<file path="config.mk">
export PLATFORM = sky130hd
export DESIGN_NAME = sliceDatapath
export DESIGN_NICKNAME = d
export VERILOG_FILES = /design/src/common/sliceTypesPkg.sv /design/src/bitSlice/sliceAlu.sv /design/src/bitSlice/bitSlice.sv /design/src/hdl/carryLookahead.sv /design/src/hdl/shiftLinkage.sv /design/src/hdl/sliceDatapath.sv
export SDC_FILE = /design/constraint.sdc
export NUM_CORES = 1
export LEC_CHECK = 0
export ABC_CLOCK_PERIOD_IN_PS = 7600
export BUFFER_PORTS_ARGS = -buffer_cell sky130_fd_sc_hd__buf_2
export CAP_MARGIN = 5
export CORE_ASPECT_RATIO = 0.5
export CORE_UTILIZATION = 65
export CTS_BUF_LIST = sky130_fd_sc_hd__clkbuf_8
export DETAILED_ROUTE_END_ITERATION = 8
export PLACE_DENSITY_LB_ADDON = 0.12
export SLEW_MARGIN = 30
export SYNTH_ARGS = -nofsm -noshare
export SYNTH_HDL_FRONTEND = slang
export SYNTH_SLANG_ARGS = --single-unit
export TNS_END_PERCENT = 10
</file>
<file path="constraint.sdc">
create_clock -name CLK -period 7.6 [get_ports CLK]
set_input_delay 0.38 -clock CLK [delete_from_list [all_inputs] [get_ports CLK]]
set_output_delay 0.38 -clock CLK [all_outputs]
set_load 0.01 [all_outputs]
</file>
<file path="src/common/sliceTypesPkg.sv">
package sliceTypesPkg;

    // Word geometry
    localparam int SLICE_WIDTH    = 4;
    localparam int NUM_SLICES     = 4;
    localparam int DATA_WIDTH     = SLICE_WIDTH * NUM_SLICES;
    // Sixteen words per slice
    localparam int REG_ADDR_WIDTH = 4;

    // Source operand pair, R first then S
    typedef enum logic [2:0] {
        AQ = 3'd0,
        AB = 3'd1,
        ZQ = 3'd2,
        ZB = 3'd3,
        ZA = 3'd4,
        DA = 3'd5,
        DQ = 3'd6,
        DZ = 3'd7
    } aluSrc_e;

    // ALU function
    typedef enum logic [2:0] {
        ADD   = 3'd0,
        SUBR  = 3'd1,   // S minus R
        SUBS  = 3'd2,   // R minus S
        OR    = 3'd3,
        AND   = 3'd4,
        NOTRS = 3'd5,   // not R, and S
        EXOR  = 3'd6,
        EXNOR = 3'd7
    } aluFunc_e;

    // Destination and shift control
    typedef enum logic [2:0] {
        QREG  = 3'd0,   // F into Q
        NOP   = 3'd1,
        RAMA  = 3'd2,   // F into RAM, Y shows A
        RAMF  = 3'd3,
        RAMQD = 3'd4,   // RAM and Q shift down
        RAMD  = 3'd5,
        RAMQU = 3'd6,   // RAM and Q shift up
        RAMU  = 3'd7
    } aluDest_e;

    // Nine-bit microinstruction, dest in the top bits
    typedef struct packed {
        aluDest_e dest;
        aluFunc_e func;
        aluSrc_e  src;
    } microInstr_t;

    // End-of-word serial linkage for the shifters
    typedef enum logic [1:0] {
        ZERO   = 2'd0,
        ROTATE = 2'd1,
        ARITH  = 2'd2,
        DOUBLE = 2'd3   // RAM and Q as one 32-bit register
    } shiftMode_e;

    // Per-slice ALU status
    typedef struct packed {
        logic carryOut;
        logic gBar;
        logic pBar;
        logic overflow;
        logic f3;
        logic fZero;
    } sliceFlags_t;

    // Whole-word status
    typedef struct packed {
        logic carry;
        logic overflow;
        logic sign;
        logic zero;
    } wordStatus_t;

endpackage

</file>
<file path="src/bitSlice/sliceAlu.sv">
`timescale 1ns/1ps

module sliceAlu (
    input  sliceTypesPkg::microInstr_t                 instr,
    input  logic [sliceTypesPkg::SLICE_WIDTH-1:0]      a,
    input  logic [sliceTypesPkg::SLICE_WIDTH-1:0]      b,
    input  logic [sliceTypesPkg::SLICE_WIDTH-1:0]      d,
    input  logic [sliceTypesPkg::SLICE_WIDTH-1:0]      q,
    input  logic                                       carryIn,
    output logic [sliceTypesPkg::SLICE_WIDTH-1:0]      f,
    output sliceTypesPkg::sliceFlags_t                 flags
);

    import sliceTypesPkg::*;

    logic [SLICE_WIDTH-1:0] rOp;
    logic [SLICE_WIDTH-1:0] sOp;
    // One extra top bit so the add leaves its carry there
    logic [SLICE_WIDTH:0]   rExt;
    logic [SLICE_WIDTH:0]   sExt;
    logic [SLICE_WIDTH:0]   result;
    logic [SLICE_WIDTH-1:0] pTerm;
    logic [SLICE_WIDTH-1:0] gTerm;
    logic                   groupGen;

    // Operand pair from the source code
    always_comb begin
        unique case (instr.src)
            AQ: begin rOp = a; sOp = q; end
            AB: begin rOp = a; sOp = b; end
            ZQ: begin rOp = '0; sOp = q; end
            ZB: begin rOp = '0; sOp = b; end
            ZA: begin rOp = '0; sOp = a; end
            DA: begin rOp = d; sOp = a; end
            DQ: begin rOp = d; sOp = q; end
            default: begin rOp = d; sOp = '0; end
        endcase
    end

    // Subtraction inverts one side, carryIn supplies the +1
    assign rExt = (instr.func == SUBR) ? {1'b0, ~rOp} : {1'b0, rOp};
    assign sExt = (instr.func == SUBS) ? {1'b0, ~sOp} : {1'b0, sOp};

    always_comb begin
        unique case (instr.func)
            ADD, SUBR, SUBS: result = rExt + sExt + (SLICE_WIDTH+1)'(carryIn);
            OR:              result = rExt | sExt;
            AND:             result = rExt & sExt;
            NOTRS:           result = ~rExt & sExt;
            EXOR:            result = rExt ^ sExt;
            default:         result = ~rExt ^ sExt;
        endcase
    end

    assign f = result[SLICE_WIDTH-1:0];

    // Lookahead terms on the possibly inverted operands
    assign pTerm = rExt[SLICE_WIDTH-1:0] | sExt[SLICE_WIDTH-1:0];
    assign gTerm = rExt[SLICE_WIDTH-1:0] & sExt[SLICE_WIDTH-1:0];

    // Standard four-term group generate
    assign groupGen = gTerm[3]
                    | (pTerm[3] & gTerm[2])
                    | (pTerm[3] & pTerm[2] & gTerm[1])
                    | (pTerm[3] & pTerm[2] & pTerm[1] & gTerm[0]);

    always_comb begin
        flags.carryOut = result[SLICE_WIDTH];
        flags.gBar     = ~groupGen;
        flags.pBar     = ~(&pTerm);
        // Operand signs agree but result sign differs
        flags.overflow = ~(rExt[SLICE_WIDTH-1] ^ sExt[SLICE_WIDTH-1])
                       & (rExt[SLICE_WIDTH-1] ^ result[SLICE_WIDTH-1]);
        flags.f3       = result[SLICE_WIDTH-1];
        flags.fZero    = ~(|result[SLICE_WIDTH-1:0]);
    end

endmodule

</file>
<file path="src/bitSlice/bitSlice.sv">
`timescale 1ns/1ps

module bitSlice (
    input  logic                                        CLK,
    input  logic                                        reset,
    input  sliceTypesPkg::microInstr_t                  instr,
    input  logic [sliceTypesPkg::REG_ADDR_WIDTH-1:0]    aAddr,
    input  logic [sliceTypesPkg::REG_ADDR_WIDTH-1:0]    bAddr,
    input  logic [sliceTypesPkg::SLICE_WIDTH-1:0]       d,
    input  logic                                        carryIn,
    input  logic                                        ram0In,
    input  logic                                        ram3In,
    input  logic                                        q0In,
    input  logic                                        q3In,
    output logic [sliceTypesPkg::SLICE_WIDTH-1:0]       y,
    output logic                                        ram0Out,
    output logic                                        ram3Out,
    output logic                                        q0Out,
    output logic                                        q3Out,
    output sliceTypesPkg::sliceFlags_t                  flags
);

    import sliceTypesPkg::*;

    localparam int NUM_WORDS = 2 ** REG_ADDR_WIDTH;

    // Two read ports, one write port on bAddr
    logic [SLICE_WIDTH-1:0] regFile [NUM_WORDS];
    logic [SLICE_WIDTH-1:0] qReg;
    logic [SLICE_WIDTH-1:0] aData;
    logic [SLICE_WIDTH-1:0] bData;
    logic [SLICE_WIDTH-1:0] f;

    assign aData = regFile[aAddr];
    assign bData = regFile[bAddr];

    sliceAlu i_sliceAlu (
        .instr   (instr),
        .a       (aData),
        .b       (bData),
        .d       (d),
        .q       (qReg),
        .carryIn (carryIn),
        .f       (f),
        .flags   (flags)
    );

    // RAM write, plain or through the up/down shifter
    always_ff @(posedge CLK) begin
        if (reset) begin
            for (int i = 0; i < NUM_WORDS; i++) begin
                regFile[i] <= '0;
            end
        end else begin
            case (instr.dest)
                RAMA, RAMF:   regFile[bAddr] <= f;
                // Down shift, upper neighbour feeds the top bit
                RAMQD, RAMD:  regFile[bAddr] <= {ram3In, f[SLICE_WIDTH-1:1]};
                // Up shift, lower neighbour feeds bit 0
                RAMQU, RAMU:  regFile[bAddr] <= {f[SLICE_WIDTH-2:0], ram0In};
                default: ;
            endcase
        end
    end

    // Q load and shift
    always_ff @(posedge CLK) begin
        if (reset) begin
            qReg <= '0;
        end else begin
            case (instr.dest)
                QREG:    qReg <= f;
                RAMQD:   qReg <= {q3In, qReg[SLICE_WIDTH-1:1]};
                RAMQU:   qReg <= {qReg[SLICE_WIDTH-2:0], q0In};
                default: ;
            endcase
        end
    end

    // A bypasses to Y only for RAMA
    assign y = (instr.dest == RAMA) ? aData : f;

    // Serial out-bits for the neighbouring slices
    assign ram0Out = f[0];
    assign ram3Out = f[SLICE_WIDTH-1];
    assign q0Out   = qReg[0];
    assign q3Out   = qReg[SLICE_WIDTH-1];

endmodule

</file>
<file path="src/hdl/carryLookahead.sv">
`timescale 1ns/1ps

module carryLookahead (
    input  logic                                    carryIn,
    input  logic [sliceTypesPkg::NUM_SLICES-1:0]    gBar,
    input  logic [sliceTypesPkg::NUM_SLICES-1:0]    pBar,
    output logic [sliceTypesPkg::NUM_SLICES-2:0]    sliceCarry,
    output logic                                    carryOut
);

    logic [sliceTypesPkg::NUM_SLICES-1:0] g;
    logic [sliceTypesPkg::NUM_SLICES-1:0] p;

    // Slices report active-low terms
    assign g = ~gBar;
    assign p = ~pBar;

    // Carry into slice 1
    assign sliceCarry[0] = g[0] | (p[0] & carryIn);

    // Carry into slice 2
    assign sliceCarry[1] = g[1]
                         | (p[1] & g[0])
                         | (p[1] & p[0] & carryIn);

    // Carry into slice 3
    assign sliceCarry[2] = g[2]
                         | (p[2] & g[1])
                         | (p[2] & p[1] & g[0])
                         | (p[2] & p[1] & p[0] & carryIn);

    // Word carry out, still flat
    assign carryOut = g[3]
                    | (p[3] & g[2])
                    | (p[3] & p[2] & g[1])
                    | (p[3] & p[2] & p[1] & g[0])
                    | (p[3] & p[2] & p[1] & p[0] & carryIn);

endmodule

</file>
<file path="src/hdl/shiftLinkage.sv">
`timescale 1ns/1ps

module shiftLinkage (
    input  sliceTypesPkg::shiftMode_e   shiftMode,
    input  sliceTypesPkg::aluDest_e     dest,
    input  logic                        ramLowOut,
    input  logic                        ramHighOut,
    input  logic                        qLowOut,
    input  logic                        qHighOut,
    input  logic                        signBit,
    output logic                        ramLowIn,
    output logic                        ramHighIn,
    output logic                        qLowIn,
    output logic                        qHighIn
);

    import sliceTypesPkg::*;

    logic shiftDown;
    logic shiftUp;

    assign shiftDown = (dest == RAMQD) || (dest == RAMD);
    assign shiftUp   = (dest == RAMQU) || (dest == RAMU);

    always_comb begin
        // Zero fill unless a mode below overrides
        ramLowIn  = 1'b0;
        ramHighIn = 1'b0;
        qLowIn    = 1'b0;
        qHighIn   = 1'b0;
        case (shiftMode)
            ROTATE: begin
                // Bit leaving one end re-enters at the other
                if (shiftDown) begin
                    ramHighIn = ramLowOut;
                    qHighIn   = qLowOut;
                end
                if (shiftUp) begin
                    ramLowIn = ramHighOut;
                    qLowIn   = qHighOut;
                end
            end
            ARITH: begin
                // Sign copy on right shift only, Q zero filled
                if (shiftDown) begin
                    ramHighIn = signBit;
                end
            end
            DOUBLE: begin
                // RAM is the upper half, Q the lower
                if (shiftDown) begin
                    qHighIn = ramLowOut;
                end
                if (shiftUp) begin
                    ramLowIn = qHighOut;
                end
            end
            default: ;
        endcase
    end

endmodule

</file>
<file path="src/hdl/sliceDatapath.sv">
`timescale 1ns/1ps

module sliceDatapath (
    input  logic                                        CLK,
    input  logic                                        reset,
    input  sliceTypesPkg::microInstr_t                  instr,
    input  logic [sliceTypesPkg::REG_ADDR_WIDTH-1:0]    aAddr,
    input  logic [sliceTypesPkg::REG_ADDR_WIDTH-1:0]    bAddr,
    input  logic [sliceTypesPkg::DATA_WIDTH-1:0]        dataIn,
    input  logic                                        carryIn,
    input  sliceTypesPkg::shiftMode_e                   shiftMode,
    output logic [sliceTypesPkg::DATA_WIDTH-1:0]        y,
    output sliceTypesPkg::wordStatus_t                  status
);

    import sliceTypesPkg::*;

    localparam int TOP = NUM_SLICES - 1;

    sliceFlags_t            flags [NUM_SLICES];
    logic [NUM_SLICES-1:0]  gBar;
    logic [NUM_SLICES-1:0]  pBar;
    logic [NUM_SLICES-1:0]  fZero;
    logic [NUM_SLICES-2:0]  sliceCarry;
    logic [NUM_SLICES-1:0]  carryChain;
    logic                   wordCarry;

    // Serial shift bits, one per slice
    logic [NUM_SLICES-1:0]  ram0Out, ram3Out, q0Out, q3Out;
    logic [NUM_SLICES-1:0]  ram0In, ram3In, q0In, q3In;
    logic                   ramLowIn, ramHighIn, qLowIn, qHighIn;

    // Slice 0 takes the external carry
    assign carryChain = {sliceCarry, carryIn};

    // Down shift takes the upper neighbour's bit 0, up shift the lower's bit 3
    assign ram3In = {ramHighIn, ram0Out[TOP:1]};
    assign q3In   = {qHighIn, q0Out[TOP:1]};
    assign ram0In = {ram3Out[TOP-1:0], ramLowIn};
    assign q0In   = {q3Out[TOP-1:0], qLowIn};

    for (genvar k = 0; k < NUM_SLICES; k++) begin : g_slice
        bitSlice i_bitSlice (
            .CLK     (CLK),
            .reset   (reset),
            .instr   (instr),
            .aAddr   (aAddr),
            .bAddr   (bAddr),
            .d       (dataIn[k*SLICE_WIDTH +: SLICE_WIDTH]),
            .carryIn (carryChain[k]),
            .ram0In  (ram0In[k]),
            .ram3In  (ram3In[k]),
            .q0In    (q0In[k]),
            .q3In    (q3In[k]),
            .y       (y[k*SLICE_WIDTH +: SLICE_WIDTH]),
            .ram0Out (ram0Out[k]),
            .ram3Out (ram3Out[k]),
            .q0Out   (q0Out[k]),
            .q3Out   (q3Out[k]),
            .flags   (flags[k])
        );

        assign gBar[k]  = flags[k].gBar;
        assign pBar[k]  = flags[k].pBar;
        assign fZero[k] = flags[k].fZero;
    end

    carryLookahead i_carryLookahead (
        .carryIn    (carryIn),
        .gBar       (gBar),
        .pBar       (pBar),
        .sliceCarry (sliceCarry),
        .carryOut   (wordCarry)
    );

    // Word ends only, F bit 15 for the arithmetic shift
    shiftLinkage i_shiftLinkage (
        .shiftMode  (shiftMode),
        .dest       (instr.dest),
        .ramLowOut  (ram0Out[0]),
        .ramHighOut (ram3Out[TOP]),
        .qLowOut    (q0Out[0]),
        .qHighOut   (q3Out[TOP]),
        .signBit    (flags[TOP].f3),
        .ramLowIn   (ramLowIn),
        .ramHighIn  (ramHighIn),
        .qLowIn     (qLowIn),
        .qHighIn    (qHighIn)
    );

    // Status over the whole word
    assign status.carry    = wordCarry;
    assign status.overflow = flags[TOP].overflow;
    assign status.sign     = flags[TOP].f3;
    assign status.zero     = &fZero;

endmodule

</file>
==> summary.txt <==
Status
  – Status: complete, no violations

Logic synthesis
  – Compound-Gate Fraction of Synth Area: between 10% and 20%
  – Asr flop ratio synth: 0%
  – Distinct cells, synth: 67
  – Yosys top cell area share: 43.73%
  – Avg Inst Size Synth: 12.11 um2
  – Synth Flop Type: edfxtp_1
  – Register area share after synthesis: about 46%
  – Yosys top cell by area: edfxtp_1
  – Adder-cell share of the synthesized area: between 4 and 5%
  – Area of the mapped netlist: around 18000 um2
  – Syn. warnings: 0
  – Cell count after synthesis: 1452
  – Mux cell area share after synthesis: a little under a fifth
  – XOR/XNOR Fraction of Synth Area: 3.886%
  – Simple-Gate Fraction of Synth Area: 11.37%
  – Main combinational cell family by area after synthesis: multiplexers
  – Post-synthesis register bit count: 272
  – Cells taking the most area after synthesis: edfxtp_1, mux4_2, nor2_1, ha_1, xnor2_1
  – Post-Syn Nets: ~1500
  – Post-synth EDFFs: roughly 260

CTS
  – CTS hold repair buffers: 0
  – Clk root buf: clkbuf_8
  – Resized Gates After CTS: 0
  – Num CTS Buffers: 41
  – Worst skew pair latency: 0.58 ns
  – CTS tree: yes
  – H-tree levels: 2
  – CTS Sinks: about 270
  – Post-CTS setup buffer count: 0
  – Maximum clock insertion buffer count: 3
  – Clock transition at path regs: about 0.07 ns

Floorplan
  – Ports: slightly below 60
  – Standard-cell rows: 42
  – Die W: 234.6 um
  – Die area: ~28000 um2
  – Initial core utilization: between 60 and 70%
  – Core ar.: roughly 26000 um2
  – Die Y: between 100 and 150 um

Pwr
  – Power per cell area: about 220 nW/um2
  – Total power: just over 4 mW
  – Leakage power: 6.935 nW
  – Worst VDD drop: 0.1234 mV

Timing
  – Tmin final: between 7 and 8 ns
  – Skew final: between 0.03 and 0.04 ns
  – Final period util: 93.98%
  – Worst-margin pin slew: roughly 1.0 ns
  – RSZ-0062 raised after global routing: no
  – Max Slew Vio Count: 0
  – Max Freq: 0.1400 GHz
  – Final setup fails: 0
  – Final worst slack: between 0.4 and 0.5 ns
  – Max-slew headroom: approximately a third
  – Setup_tns: 0 ns
  – Hold Vio Cnt, Final: 0

Routing
  – Final WL: about 57 mm
  – TritonRoute pass-1 iters: 6
  – Antenna-violating nets left: 0
  – DR vias: between 10000 and 15000
  – Vias per cell: 7.237
  – DRC: 0
  – Detailed Route Iter0 Violations: between 2000 and 2500
  – Routed length per instance: around 31 um

Critical path
  – RR Startpoint: g_slice[0].i_bitSlice.regFile[14][0]
  – R2R setup slack: around 0.84 ns
  – Startpoint types: input pin
  – Worst Path Required: a little over 7 ns
  – WS Path Type: in2out
  – Crit-path max FO: 19
  – Cell depth of the worst flop-to-flop path: 27
  – R2r endpoint: g_slice[3].i_bitSlice.regFile[10][3]
  – Critical path arrival: 6.76 ns
  – Crit end category: primary output

Hold path
  – Hold Path Origin: reset
  – Hold Path Stages: 3
  – Hold Path End: g_slice[0].i_bitSlice.qReg[2]
  – Worst min-delay path class: in2reg

Cells and area
  – NumNets Final: ~1600
  – Commonest non-fill, non-tap cell in the layout: nor2_1
  – Post-layout util: ~71%
  – P&R area growth vs syn: 7.579%
  – Fill cells: 1811
  – Most frequent cells in the layout: nor2_1, edfxtp_1, mux4_2
  – Layout cells sized above 1: 25.31%
  – Area occupied by multi-input gates: 8760 um2
  – Register area: 8008 um2

GRT
  – Overflow after GRT: 0
  – Number of global-route vias before repair: around 13000
  – Gr usage total: between 40% and 50%
  – Initial antenna violation count: 0
  – Largest net degree at the start of global routing: 50
  – First-pass GRT wire length: ~83 mm

Flow run
  – Max-cap violations: 0

Place
  – Hpwl dp: about 38 mm
  – Routability cong.: 0.9801
  – Port-buffer cells: 57
  – Worst Setup Slack post-DPL: roughly 0.54 ns
routing by layer:
layer / vias up / routed length, um / global-route usage [%]
met1: 6451 / 19110 / 55.75
met2: 1350 / 24390 / 60.51
met3: 274 / 10890 / 19.91
met5: - / 0 / 0.5515
li1: 5459 / - / -
met4: 0 / 2971 / 17.70
per-stage QoR:
| stage | area (um2) | hold slack [ns] | cells |
|---|---|---|---|
| floorplan | 17580 | 0.4800 | 1452 |
| global placement | 18100 | 0.5253 | 1796 |
| detailed placement | 18130 | 0.5334 | 1796 |
| CTS | 18900 | 0.2962 | 1869 |
| global route | 18910 | 0.3480 | 1869 |
| finish | 18910 | 0.3489 | 1870 |
area by class of cell:
cell class,count,share of cell area [%]
clock inverter,31,1.019
timing repair buffer,114,3.877
multi-input combinational,1005,46.32
clock buffer,42,3.056
inverter,53,1.052
tap,352,2.329
sequential,272,42.34
antenna,1,0.01323
kinds of logic (layout without fill, tap and decap cells):
kind of cell               after synthesis  after routing
and+or+nand+nor                        459            459
DFF                                    272            272
AOI/OAI and AO/OA                      247            247
buffers and inverters                  175            240
muxes                                  168            168
xor gates and xnor gates                72             72
adders and majority gates               59             59
other                                    0              1
flip-flops by register name, summed over array words and instances (netlist names):
signal                      flops
g_slice.i_bitSlice.regFile    256
g_slice.i_bitSlice.qReg        16
worst max-delay path, stage by stage:
cell       delay (ns)
buf_4            0.17
buf_4            0.39
mux4_2           0.57
mux2i_1          0.16
mux2i_1          0.18
a2111oi_0        0.77
xnor2_1          0.31
inv_1            0.09
ha_1             0.23
a21oi_1          0.14
o21bai_1         0.09
a21oi_1          0.15
nor2_1           0.05
o41ai_1          0.54
a31oi_1          0.27
fa_1             0.46
inv_1            0.10
a21oi_1          0.07
nor2b_1          0.13
o21ai_0          0.11
a31oi_1          0.21
o32a_1           0.19
o21a_1           0.32
nand4_1          0.13
nor4_1           0.32
buf_2            0.22
worst max-delay path by stage:
stage	from	end	cells past startpoint
6_report	aAddr[0]	status[0]	26
5_1_grt	aAddr[0]	status[0]	26
4_1_cts	g_slice[0].i_bitSlice.regFile[10][0]	status[0]	26
3_5_place_dp	aAddr[0]	g_slice[3].i_bitSlice.regFile[1][3]	27
3_3_place_gp	aAddr[0]	g_slice[3].i_bitSlice.regFile[13][2]	26
2_1_floorplan	aAddr[0]	g_slice[3].i_bitSlice.regFile[0][3]	30
power breakdown:
| part | total, mW | leakage (nW) | internal (mW) | switching (mW) |
|---|---|---|---|---|
| clock | 1.20 | 0.432 | 0.589 | 0.609 |
| sequential | 1.76 | 2.78 | 1.71 | 0.0458 |
| combinational | 1.12 | 3.72 | 0.390 | 0.730 |
| total | 4.07 | 6.94 | 2.69 | 1.38 |
synthesized netlist by cell type, drive strengths merged (2+ instances only):
master and count:
xnor2 53, nor3 4, a2111oi 4, a22oi 65, nand2b 23, o21a 2, a21o 2, or3 3
and3 3, buf 67, dfxtp 16, o211ai 20, xor2 19, mux2i 39, nand2 41, o21bai 2
nand4 4, fa 8, a31oi 8, and2 6, nand3 18, a21oi 88, a221oi 4, mux4 128
clkinv 2, o21ai 5, ha 51, a211oi 29, inv 51, or2 2, o22ai 6, a22o 5
nor2b 18, nor2 332, clkbuf 55, edfxtp 256
No activity file was read; power rests on OpenSTA's default activity.
